File: config.mk
export PLATFORM = sky130hd
export DESIGN_NAME = battle_top
export DESIGN_NICKNAME = d
export VERILOG_FILES = /design/src/rtl/key_pkg.sv /design/src/rtl/battle_pkg.sv /design/src/rtl/uart_key_rx.sv /design/src/rtl/key_queue.sv /design/src/rtl/battle_controller.sv /design/src/rtl/battle_top.sv
export VERILOG_INCLUDE_DIRS = /design/src /design/src/rtl
export SDC_FILE = /design/constraint.sdc
export NUM_CORES = 1
export LEC_CHECK = 0
export ABC_AREA = 1
export BUFFER_PORTS_ARGS = -buffer_cell sky130_fd_sc_hd__buf_2
export CAP_MARGIN = 10
export CORE_ASPECT_RATIO = 0.9
export CORE_MARGIN = 4
export CORE_UTILIZATION = 50
export CTS_BUF_LIST = sky130_fd_sc_hd__clkbuf_16
export CTS_CLUSTER_DIAMETER = 30
export DETAILED_ROUTE_END_ITERATION = 12
export PLACE_DENSITY = 0.77
export SYNTH_ARGS = -nofsm -noshare
export SYNTH_HDL_FRONTEND = slang
export SYNTH_SLANG_ARGS = --single-unit
File: constraint.sdc
create_clock -name clk -period 3.5 [get_ports clk]
set_input_delay 0.7 -clock clk [delete_from_list [all_inputs] [get_ports clk]]
set_output_delay 0.7 -clock clk [all_outputs]
set_load 0.01 [all_outputs]
File: src/rtl/game_settings.svh
`ifndef GAME_SETTINGS_SVH
`define GAME_SETTINGS_SVH

// serial line, clocks per bit
`define CLKS_PER_BIT        8

// key queue entries
`define KEY_QUEUE_DEPTH     4

// aim bar sweep
`define BAR_X_START         15
`define BAR_X_END           520
`define BAR_STEP            8
`define BAR_STEP_CYCLES     4

// scoring zones, bounds inclusive, narrowest first
`define ZONE_CRIT_LO        305
`define ZONE_CRIT_HI        325
`define ZONE_GOOD_LO        220
`define ZONE_GOOD_HI        395
`define ZONE_FAIR_LO        160
`define ZONE_FAIR_HI        455
`define ZONE_POOR_LO        115
`define ZONE_POOR_HI        500

// damage per zone
`define DMG_CRIT            100
`define DMG_GOOD            50
`define DMG_FAIR            10
`define DMG_POOR            5

`define MONSTER_TOTAL_HP    200
`define ATTACK_CYCLES       64

`endif

File: src/rtl/key_pkg.sv
`default_nettype none

`include "game_settings.svh"

package key_pkg;

    // raw byte off the serial line
    typedef logic [7:0] key_byte_t;

    // keys the battle screen reacts to, encoded as their ascii byte
    typedef enum logic [7:0] {
        KEY_ENTER = 8'h0D,
        KEY_SPACE = 8'h20,
        KEY_A     = 8'h61,
        KEY_D     = 8'h64
    } key_code_t;

    // baud counter, counts 0 .. CLKS_PER_BIT-1
    typedef logic [$clog2(`CLKS_PER_BIT)-1:0] baud_cnt_t;

    // true for bytes that map onto a key_code_t value
    function automatic logic is_key(key_byte_t b);
        logic hit;
        case (b)
            KEY_ENTER, KEY_SPACE, KEY_A, KEY_D: hit = 1'b1;
            default: hit = 1'b0;
        endcase
        return hit;
    endfunction

endpackage

`default_nettype wire

File: src/rtl/battle_pkg.sv
`default_nettype none

package battle_pkg;

    //////////////////////////////////////////////////////////////////////
    // battle flow
    //////////////////////////////////////////////////////////////////////

    typedef enum logic [1:0] {
        ST_HOME   = 2'd0,
        ST_MENU   = 2'd1,
        ST_FIGHT  = 2'd2,
        ST_ATTACK = 2'd3
    } battle_state_t;

    // menu cursor
    typedef logic [1:0] cursor_t;

    localparam cursor_t CUR_FIGHT = 2'd0;
    localparam cursor_t CUR_ACT   = 2'd1;
    localparam cursor_t CUR_ITEM  = 2'd2;
    localparam cursor_t CUR_MERCY = 2'd3;

    //////////////////////////////////////////////////////////////////////
    // screen and stats
    //////////////////////////////////////////////////////////////////////

    // horizontal screen position
    typedef logic [9:0] coord_t;

    // hit points
    typedef logic [15:0] hp_t;

endpackage

`default_nettype wire

File: src/rtl/uart_key_rx.sv
`timescale 1ns/1ps
`default_nettype none

`include "game_settings.svh"

module uart_key_rx (
    input  wire                 i_clk,
    input  wire                 cursor_position_rst,
    input  wire                 i_rx,
    output logic                o_req,
    output key_pkg::key_code_t  o_key,
    input  wire                 i_ack
);
    import key_pkg::*;

    typedef enum logic [1:0] {
        RX_IDLE,
        RX_START,
        RX_DATA,
        RX_STOP
    } rx_state_t;

    localparam baud_cnt_t HALF_BIT = baud_cnt_t'(`CLKS_PER_BIT / 2 - 1);
    localparam baud_cnt_t FULL_BIT = baud_cnt_t'(`CLKS_PER_BIT - 1);

    rx_state_t  state;
    baud_cnt_t  baud_cnt;
    logic [2:0] bit_idx;
    logic       rx_meta;
    logic       rx_sync;
    key_byte_t  shift;
    logic       data_tick;
    logic       stop_tick;
    logic       offer;

    assign data_tick = (state == RX_DATA) && (baud_cnt == FULL_BIT);
    assign stop_tick = (state == RX_STOP) && (baud_cnt == FULL_BIT);

    // valid stop bit, known key and an idle handshake
    assign offer = stop_tick && rx_sync && is_key(shift) && !o_req && !i_ack;

    always_ff @(posedge i_clk) begin
        if (cursor_position_rst) begin
            rx_meta  <= 1'b1;
            rx_sync  <= 1'b1;
            state    <= RX_IDLE;
            baud_cnt <= '0;
            bit_idx  <= '0;
            o_req    <= 1'b0;
        end else begin
            rx_meta <= i_rx;
            rx_sync <= rx_meta;

            // four-phase offer
            if (offer) begin
                o_req <= 1'b1;
            end else if (o_req && i_ack) begin
                o_req <= 1'b0;
            end

            case (state)
                RX_IDLE: begin
                    baud_cnt <= '0;
                    if (!rx_sync) begin
                        state <= RX_START;
                    end
                end
                RX_START: begin
                    // check start bit at its middle
                    if (baud_cnt == HALF_BIT) begin
                        baud_cnt <= '0;
                        bit_idx  <= '0;
                        state    <= rx_sync ? RX_IDLE : RX_DATA;
                    end else begin
                        baud_cnt <= baud_cnt + 1'b1;
                    end
                end
                RX_DATA: begin
                    if (data_tick) begin
                        baud_cnt <= '0;
                        if (bit_idx == 3'd7) begin
                            state <= RX_STOP;
                        end else begin
                            bit_idx <= bit_idx + 3'd1;
                        end
                    end else begin
                        baud_cnt <= baud_cnt + 1'b1;
                    end
                end
                default: begin
                    if (stop_tick) begin
                        baud_cnt <= '0;
                        state    <= RX_IDLE;
                    end else begin
                        baud_cnt <= baud_cnt + 1'b1;
                    end
                end
            endcase
        end
    end

    // lsb first
    always_ff @(posedge i_clk) begin
        if (data_tick) begin
            shift <= {rx_sync, shift[7:1]};
        end
        if (offer) begin
            o_key <= key_code_t'(shift);
        end
    end

endmodule

`default_nettype wire

File: src/rtl/key_queue.sv
`timescale 1ns/1ps
`default_nettype none

`include "game_settings.svh"

module key_queue (
    input  wire                     clk,
    input  wire                     cursor_position_rst,
    input  wire                     i_req,
    input  wire key_pkg::key_code_t i_key,
    output logic                    o_ack,
    output logic                    o_req,
    output key_pkg::key_code_t      o_key,
    input  wire                     i_ack
);
    import key_pkg::*;

    localparam int DEPTH = `KEY_QUEUE_DEPTH;
    localparam int PTR_W = (DEPTH > 1) ? $clog2(DEPTH) : 1;
    localparam int CNT_W = $clog2(DEPTH + 1);

    key_code_t        mem [DEPTH];
    logic [PTR_W-1:0] wr_ptr;
    logic [PTR_W-1:0] rd_ptr;
    logic [CNT_W-1:0] count;
    logic             full;
    logic             push;
    logic             pop;
    logic             offer;

    function automatic logic [PTR_W-1:0] next_ptr(logic [PTR_W-1:0] p);
        return (p == PTR_W'(DEPTH - 1)) ? '0 : p + 1'b1;
    endfunction

    assign full  = (count == CNT_W'(DEPTH));
    // accept side, ack held back while full
    assign push  = i_req && !o_ack && !full;
    // offer side, one key per handshake
    assign pop   = o_req && i_ack;
    assign offer = !o_req && !i_ack && (count != '0);

    always_ff @(posedge clk) begin
        if (cursor_position_rst) begin
            wr_ptr <= '0;
            rd_ptr <= '0;
            count  <= '0;
            o_ack  <= 1'b0;
            o_req  <= 1'b0;
        end else begin
            if (push) begin
                o_ack  <= 1'b1;
                wr_ptr <= next_ptr(wr_ptr);
            end else if (o_ack && !i_req) begin
                o_ack <= 1'b0;
            end

            if (offer) begin
                o_req <= 1'b1;
            end else if (pop) begin
                o_req  <= 1'b0;
                rd_ptr <= next_ptr(rd_ptr);
            end

            case ({push, pop})
                2'b10: count <= count + 1'b1;
                2'b01: count <= count - 1'b1;
                default: count <= count;
            endcase
        end
    end

    always_ff @(posedge clk) begin
        if (push) begin
            mem[wr_ptr] <= i_key;
        end
        if (offer) begin
            o_key <= mem[rd_ptr];
        end
    end

endmodule

`default_nettype wire

File: src/rtl/battle_controller.sv
`timescale 1ns/1ps
`default_nettype none

`include "game_settings.svh"

module battle_controller (
    input  wire                       clk,
    input  wire                       cursor_position_rst,
    input  wire                       i_req,
    input  wire key_pkg::key_code_t   i_key,
    output logic                      o_ack,
    output battle_pkg::battle_state_t o_state,
    output battle_pkg::cursor_t       o_cursor,
    output battle_pkg::coord_t        o_bar_x,
    output battle_pkg::hp_t           o_monster_hp
);
    import key_pkg::*;
    import battle_pkg::*;

    localparam int STEP_W = (`BAR_STEP_CYCLES > 1) ? $clog2(`BAR_STEP_CYCLES) : 1;
    localparam int ATK_W  = (`ATTACK_CYCLES > 1) ? $clog2(`ATTACK_CYCLES) : 1;

    localparam logic [STEP_W-1:0] STEP_LAST = STEP_W'(`BAR_STEP_CYCLES - 1);
    localparam logic [ATK_W-1:0]  ATK_LAST  = ATK_W'(`ATTACK_CYCLES - 1);
    localparam hp_t               HP_FULL   = hp_t'(`MONSTER_TOTAL_HP);

    logic              key_fire;
    logic [STEP_W-1:0] step_cnt;
    logic [ATK_W-1:0]  atk_cnt;
    hp_t               damage;

    // narrowest zone wins, nothing outside the outer zone
    function automatic hp_t zone_damage(coord_t x);
        hp_t d;
        if (x >= `ZONE_CRIT_LO && x <= `ZONE_CRIT_HI) begin
            d = hp_t'(`DMG_CRIT);
        end else if (x >= `ZONE_GOOD_LO && x <= `ZONE_GOOD_HI) begin
            d = hp_t'(`DMG_GOOD);
        end else if (x >= `ZONE_FAIR_LO && x <= `ZONE_FAIR_HI) begin
            d = hp_t'(`DMG_FAIR);
        end else if (x >= `ZONE_POOR_LO && x <= `ZONE_POOR_HI) begin
            d = hp_t'(`DMG_POOR);
        end else begin
            d = '0;
        end
        return d;
    endfunction

    assign damage = zone_damage(o_bar_x);

    // key is consumed on the edge that raises ack
    assign key_fire = i_req && !o_ack;

    //////////////////////////////////////////////////////////////////////
    // handshake and battle flow
    //////////////////////////////////////////////////////////////////////

    always_ff @(posedge clk) begin
        if (cursor_position_rst) begin
            o_ack        <= 1'b0;
            o_state      <= ST_HOME;
            o_cursor     <= CUR_FIGHT;
            o_bar_x      <= coord_t'(`BAR_X_START);
            o_monster_hp <= HP_FULL;
            step_cnt     <= '0;
            atk_cnt      <= '0;
        end else begin
            if (key_fire) begin
                o_ack <= 1'b1;
            end else if (o_ack && !i_req) begin
                o_ack <= 1'b0;
            end

            atk_cnt <= '0;

            case (o_state)
                ST_HOME: begin
                    if (key_fire && i_key == KEY_ENTER) begin
                        o_state  <= ST_MENU;
                        o_cursor <= CUR_FIGHT;
                    end
                end
                ST_MENU: begin
                    if (key_fire) begin
                        if (i_key == KEY_A && o_cursor != CUR_FIGHT) begin
                            o_cursor <= o_cursor - cursor_t'(1);
                        end else if (i_key == KEY_D && o_cursor != CUR_MERCY) begin
                            o_cursor <= o_cursor + cursor_t'(1);
                        end else if (i_key == KEY_ENTER && o_cursor == CUR_FIGHT) begin
                            o_state  <= ST_FIGHT;
                            o_bar_x  <= coord_t'(`BAR_X_START);
                            step_cnt <= '0;
                        end else if (i_key == KEY_ENTER && o_cursor == CUR_MERCY) begin
                            o_state      <= ST_HOME;
                            o_monster_hp <= HP_FULL;
                        end
                    end
                end
                ST_FIGHT: begin
                    if (key_fire && i_key == KEY_SPACE) begin
                        // kill restarts from home
                        if (o_monster_hp <= damage) begin
                            o_state      <= ST_HOME;
                            o_monster_hp <= HP_FULL;
                        end else begin
                            o_monster_hp <= o_monster_hp - damage;
                            o_state      <= ST_ATTACK;
                        end
                    end else if (o_bar_x > coord_t'(`BAR_X_END)) begin
                        o_state <= ST_ATTACK;
                    end else if (step_cnt == STEP_LAST) begin
                        step_cnt <= '0;
                        o_bar_x  <= o_bar_x + coord_t'(`BAR_STEP);
                    end else begin
                        step_cnt <= step_cnt + 1'b1;
                    end
                end
                default: begin
                    // monster turn, fixed length
                    if (atk_cnt == ATK_LAST) begin
                        o_state  <= ST_MENU;
                        o_cursor <= CUR_FIGHT;
                    end else begin
                        atk_cnt <= atk_cnt + 1'b1;
                    end
                end
            endcase
        end
    end

endmodule

`default_nettype wire

File: src/rtl/battle_top.sv
`timescale 1ns/1ps
`default_nettype none

module battle_top (
    input  wire                       clk,
    input  wire                       cursor_position_rst,
    input  wire                       i_rx,
    output battle_pkg::battle_state_t o_state,
    output battle_pkg::cursor_t       o_cursor,
    output battle_pkg::coord_t        o_bar_x,
    output battle_pkg::hp_t           o_monster_hp
);
    import key_pkg::*;

    // receiver to queue
    logic      rx_req;
    key_code_t rx_key;
    logic      rx_ack;

    // queue to controller
    logic      q_req;
    key_code_t q_key;
    logic      q_ack;

    uart_key_rx u_rx (
        .i_clk               (clk),
        .cursor_position_rst (cursor_position_rst),
        .i_rx                (i_rx),
        .o_req               (rx_req),
        .o_key               (rx_key),
        .i_ack               (rx_ack)
    );

    key_queue u_queue (
        .clk                 (clk),
        .cursor_position_rst (cursor_position_rst),
        .i_req               (rx_req),
        .i_key               (rx_key),
        .o_ack               (rx_ack),
        .o_req               (q_req),
        .o_key               (q_key),
        .i_ack               (q_ack)
    );

    battle_controller u_ctrl (
        .clk                 (clk),
        .cursor_position_rst (cursor_position_rst),
        .i_req               (q_req),
        .i_key               (q_key),
        .o_ack               (q_ack),
        .o_state             (o_state),
        .o_cursor            (o_cursor),
        .o_bar_x             (o_bar_x),
        .o_monster_hp        (o_monster_hp)
    );

endmodule

`default_nettype wire

# Yosys cells after proc, flatten, opt, wreduce, memory -nomap -nowiden
# Memory sizes are Yosys's and may differ from the RTL's. A register that Yosys moved wholly into a read port is not among the register bits.
# Index checks and enable logic that the tools add are counted.
[word_totals]
reg_bits = 75
ram_bits = 32
in_bits = 3
output_inout_bits = 30
word_cells = 218
memories = 1
[classes]
addsub = 12
n_lt_le_gt_ge = 10
eq_ne = 44
muxes = 74
bitwise = 2
n_reduce_logical = 55
[mem_list]
columns = ["name", "words", "width", "rd", "rd_ports_with_merged_regs", "wr", "line_no", "rtl"]
rows = [
  ["u_queue.mem", 4, 8, 1, 1, 1, "key_queue.sv:22", "key_code_t mem [DEPTH];"],
]
[op_table]
columns = ["cell", "count"]
rows = [
  ["$mux W16", 10],
  ["$mux W10", 7],
  ["$mux W2", 30],
  ["$le A10 B9 Y1 const B", 4],
  ["$eq A8 B7 Y1 const B", 4],
  ["$pmux W16 S2", 1],
  ["$logic_and A1 B1 Y1", 25],
  ["$mux W3", 7],
  ["$reduce_and A7 Y1", 3],
  ["$ge A10 B8 Y1 const B", 2],
  ["$pmux W10 S2", 1],
  ["$ne A2 B2 Y1 const B", 9],
  ["$pmux W2 S3", 3],
  ["$eq A2 B2 Y1 const B", 8],
  ["$eq A8 B4 Y1 const B", 2],
  ["$eq A8 B6 Y1 const B", 2],
  ["$le A16 B16 Y1", 1],
  ["$ne A2 B1 Y1 const B", 8],
  ["$reduce_bool A2 Y1", 8],
  ["$sub A16 B16 Y16", 1],
  ["$pmux W3 S2", 2],
  ["$mux W1", 11],
  ["$add A10 B4 Y10 const B", 1],
  ["$ge A10 B7 Y1 const B", 1],
  ["25 further kinds", 46],
]

# Logic depth before layout (Yosys ltp)
[logic_depth]
word_depth = 10
mapped_depth = 21
depth_no_buf = 20

# Cells and area by module
# A second synthesis with hierarchy kept.
[hier_totals]
hier_cells = 749
area_unflattened_um2 = 6133.4
[by_module_without_submodules]
columns = ["module", "n_inst", "cells_per_inst", "area_each_um2", "seq_area_each_um2"]
rows = [
  ["battle_controller", 1, 468, 2879.0, 740.7],
  ["key_queue", 1, 159, 2055.7, 1381.3],
  ["uart_key_rx", 1, 122, 1198.6, 700.7],
]

# Worst setup path after synthesis
# No wires, ideal clock.
[synth_path]
kind = "register to register"
start = "register u_ctrl.o_bar_x[9]"
end = "register u_ctrl.o_monster_hp[14]"
setup_time_ns = 0.114
arrival_time_ns = 2.486
t_required_ns = 3.386
setup_slack_ns = 0.900
stages_incl_launch_ff = 20
n_path_buf = 1
period_less_slack_ns = 2.600
cell_sequence = "dfxtp_1 clkbuf_1 inv_1 nand2_1 o21ai_1 o31ai_1 nand2_1 nand3_1 inv_1 ha_1 inv_1 fa_1 nand2_1 nand3_1 nand3_2 nand2_1 nor3_4 nand3_4 nor2_1 nor2_2"
[synth_between]
elab_chain_cells = 10
elab_cells_between_ends = 21
cone_classes = "1 x add/sub; 9 x order compare; 7 x mux; 4 x reduce/logical"
[synth_lines]
columns = ["item", "line_no", "rtl"]
rows = [
  ["from (decl)", "battle_controller.sv:14", "output battle_pkg::coord_t o_bar_x,"],
  ["from (signal assigned)", "battle_controller.sv:63", "o_bar_x <= coord_t'(`BAR_X_START);"],
  ["from (signal assigned)", "battle_controller.sv:91", "o_bar_x <= coord_t'(`BAR_X_START);"],
  ["from (signal assigned)", "battle_controller.sv:113", "o_bar_x <= o_bar_x + coord_t'(`BAR_STEP);"],
  ["$ge A10 B7 Y1 (no source line) or $le A10 B9 Y1 (tied branches)", "-", ""],
  ["$logic_and A1 B1 Y1 (no source line)", "-", ""],
  ["$mux W3", "battle_controller.sv:41", "end else if (x >= `ZONE_POOR_LO && x <= `ZONE_POOR_HI) begin"],
  ["$mux W16", "battle_controller.sv:39", "end else if (x >= `ZONE_FAIR_LO && x <= `ZONE_FAIR_HI) begin"],
  ["$mux W16", "battle_controller.sv:37", "end else if (x >= `ZONE_GOOD_LO && x <= `ZONE_GOOD_HI) begin"],
  ["$mux W16 (*)", "battle_controller.sv:35", "if (x >= `ZONE_CRIT_LO && x <= `ZONE_CRIT_HI) begin"],
  ["$sub A16 B16 Y16 or $le A16 B16 Y1 (tied branches)", "battle_controller.sv:106, battle_controller.sv:102", ""],
  ["$mux W16 (*)", "battle_controller.sv:102", "if (o_monster_hp <= damage) begin"],
  ["$mux W16 (*)", "battle_controller.sv:100", "if (key_fire && i_key == KEY_SPACE) begin"],
  ["$pmux W16 S2 (*)", "battle_controller.sv:76", "case (o_state)"],
  ["to (signal assigned)", "battle_controller.sv:106", "o_monster_hp <= o_monster_hp - damage;"],
  ["to (decl)", "battle_controller.sv:15", "output battle_pkg::hp_t o_monster_hp"],
]
# Mark *: on every way between the ends. The rest lies on a longest branch, timed or not. The select of a mux whose other input is x is not followed.
# A chain may end at the register's enable or synchronous reset.

# Worst setup path after layout
[layout_path]
start = "register u_ctrl.o_bar_x[7]"
end = "register u_ctrl.o_monster_hp[13]"
# Same word-level chain as after synthesis.

==> results.md <==
* Core area at 11100 um2
* Post-DRT Antenna Nets at 0
* EDFF count, synth at 56
* H-tree lvl count at 4
* Share of the synthesized area in the top cell type at 29.1%
* First-pass iteration count of the detailed router at 7
* Outcome: finished, final reports clean
* Worst R2R Start: u_ctrl.o_bar_x[7]
* Routed vias/inst at 5.15
* Die area at 13400 um2
* CTS sink cnt at 113
* Pwr Density at 606 nW/um2
* Worst path slowest cell: dfxtp_1
* CTS max path bufs at 2
* Rel. slew slack at 47.3%
* Final wirelength at 11700 um
* Post-CTS sizing at 0
* CP peak stage delay at 0.49 ns
* DR vias at 4508
* Detailed Place HPWL at 8300 um
* Die W at 121 um
* Most frequent cells in the layout: nand2_1 (120), nor2_1 (93), inv_1 (82)
* CTS tree: done
* FF+latch count, synth at 113
* Startpoint Class: register
* Sequential cell area at 2820 um2
* DR WL/cell at 13.4 um
* Fillers at 990
* GPL Wtd Cong at 0.991
* Final-report max-slew violation count at 0
* Total congestion overflow at 0
* Clock Latency Late Sink at 0.41 ns
* Non-Filler Instances at 875
* Remaining DRCs at 0
* Max Cap Viol at 0
* Worst Max-Slew Pin Slew at 0.788 ns
* CTS root buffer: clkbuf_16
* Syn_nets at 708
* Pre-CTS setup slack at 0.680 ns
* Synthesized area at 5790 um2
* Final setup violation count at 0
* Final count of hold timing violations at 0
* Top cell by count, worst path: nand2_1
* Peak supply drop at 0.398 mV
* Ys async rst share at 0%
* Final Cycle Share at 80.9%
* All-Layer GR Usage at 19.2%
* CP bufs+invs at 3
* Most common cell after layout, fill and taps aside: nand2_1
* Maximum fanout along the worst path at 8
* RSZ-0062 raised after global routing: no
* Hold path startpoint: u_rx.baud_cnt[0]
* Initial antenna violation count at 0
* Warnings from Yosys at 0
* IO Port Bufs at 32
* Synth Area per Inst at 8.59 um2
* DRT iter0 DRCs at 402
* Post-route setup slack at 0.669 ns
* Post-layout net count at 744
* WP data required at 3.80 ns
* Sequential fraction of the synthesis area at 48.8%
* Ranking of synthesized cells by area: edfxtp_1 (29%), dfxtp_1 (20%), nand2_1 (7.8%)
* Starting density of the core at 52.2%
* Synthesis-to-finish area growth at 13.7%
* Top-level I/O count at 33
* CTS hold repair buffers at 0
* Vias in the first global route at 4482
* Setup_tns at 0 ns
* Final clock skew at 0.00721 ns
* Hold Crit Class: reg2reg
* Multi-input gate area at 2510 um2
* Syn Inst Count at 674
* Worst path cell trace: nand2_1 > o21ai_1 > o31ai_1 > nand2_1 > nand3_1 > inv_1 > ha_1 > inv_1 > fa_1 > nand2_1 > nand3_1 > nand3_2 > nand3_1 > nand3_2 > nand2_2 > nand2_4 > inv_4 > nand2_1 > nor2_2
* Predominant post-synthesis flop cell: dfxtp_1
* Die Y at 110 um
* Largest delay contributor family on the critical path: simple AND/OR/NAND/NOR gates
* CP Capture Type: register
* Pleak at 2.70 nW
* Worst Path Class, Setup: reg2reg
* Largest net degree at the start of global routing at 24
* Number of diodes at 0
* Total CTS buffers at 17
* Yosys cell types at 50
* Worst setup path startpoint: u_ctrl.o_bar_x[7]
* Layout cells sized above 1 at 14.8%
* Setup bufs post-CTS at 0
* Achievable frequency at 353 MHz
* Worst EP arrival at 3.13 ns
* Leading area contributor after synthesis: edfxtp_1
* Minimum clock period at 2.83 ns
* Placed cells at 843
* First-pass GRT wire length at 20500 um
* CTS clk-pin slew, worst paths at 0.06 ns
* Placement row count at 36
## where the power goes
part	total, W	switching [W]	internal (W)
sequential	0.00150	0.0000600	0.00144
clock	0.00159	0.000661	0.000924
combinational	0.000904	0.000608	0.000296
total	0.00399	0.00133	0.00266
## layer usage
layer,part of all wire [%],up-vias,track usage [%]
met3,3.7,20,4.59
li1,-,2297,-
met5,0,-,0
met1,44,2104,23.4
met2,50,87,33.1
met4,1.6,0,7.92
## per-stage QoR
step | util (%) | power (W) | hold WS [ns] | area, um2
2_1_floorplan | - | 0.00227 | 0.389 | 5790
3_3_place_gp | 54.4 | 0.00239 | 0.404 | 6030
3_5_place_dp | 54.4 | 0.00242 | 0.419 | 6030
4_1_cts | 59.4 | 0.00401 | 0.430 | 6580
5_1_grt | 59.4 | 0.00422 | 0.465 | 6580
6_report | 59.4 | 0.00399 | 0.428 | 6580
## cells in the mapped netlist, drive strengths merged, types with 3 or more instances
cell type,count
or2,4
edfxtp,56
nand3,42
a21oi,44
nand4,4
nor3,13
buf,7
xnor2,3
nor3b,3
ha,29
xor2,9
clkbuf,8
dfxtp,57
inv,89
o31ai,3
nand2,131
o22ai,8
o21ai,40
nor2,105
## path summary, 6_finish.rpt
path / end / slack, ns / cells past startpoint
hold reg to reg: u_rx.baud_cnt[0] / 0.43 / 1
setup / recovery: u_ctrl.o_monster_hp[13] / 0.67 / 19
hold / removal: u_rx.baud_cnt[0] / 0.43 / 1
setup reg to reg: u_ctrl.o_monster_hp[13] / 0.67 / 19
## cell families (layout without fill, tap and decap cells)
group / Yosys count / count (layout) / synth area share [%]
simple gates: 307 / 307 / 24.4
flops: 113 / 113 / 48.8
buf+inv: 106 / 155 / 7.87
compound gates: 105 / 105 / 10.2
fa+ha+maj: 31 / 31 / 6.96
xor+xnor: 12 / 12 / 1.82
## cell type report
type / instances / area share [%]
flip-flops and latches: 113 / 42.9
multi-input cells: 455 / 38.1
clock buffers: 17 / 6.46
inverters: 91 / 5.30
well taps: 152 / 2.89
repair buffers: 32 / 2.43
clock inverters: 15 / 1.90
## flip-flops by register name, summed over array words and instances, names as in the netlist, 2 cells and up
signal / flops
u_ctrl.atk_cnt: 6
u_ctrl.o_bar_x: 8
u_ctrl.o_cursor: 2
u_ctrl.o_monster_hp: 16
u_ctrl.o_state: 2
u_ctrl.step_cnt: 2
u_queue.count: 3
u_queue.mem: 32
u_queue.o_key: 8
u_queue.rd_ptr: 2
u_queue.wr_ptr: 2
u_rx.baud_cnt: 3
u_rx.bit_idx: 3
u_rx.o_key: 8
u_rx.shift: 8
u_rx.state: 2
## worst reg2reg max path: cells and delay by family (launching register included)
| family | cells | cell delay (ns) |
|---|---|---|
| AND/OR/NAND/NOR | 12 | 1.13 |
| adder cells (fa/ha/maj) | 2 | 0.57 |
| flip-flops | 1 | 0.49 |
| AO/OA/AOI/OAI | 2 | 0.32 |
| buffers and inverters | 3 | 0.22 |
No activity file was read; power rests on OpenSTA's default activity.
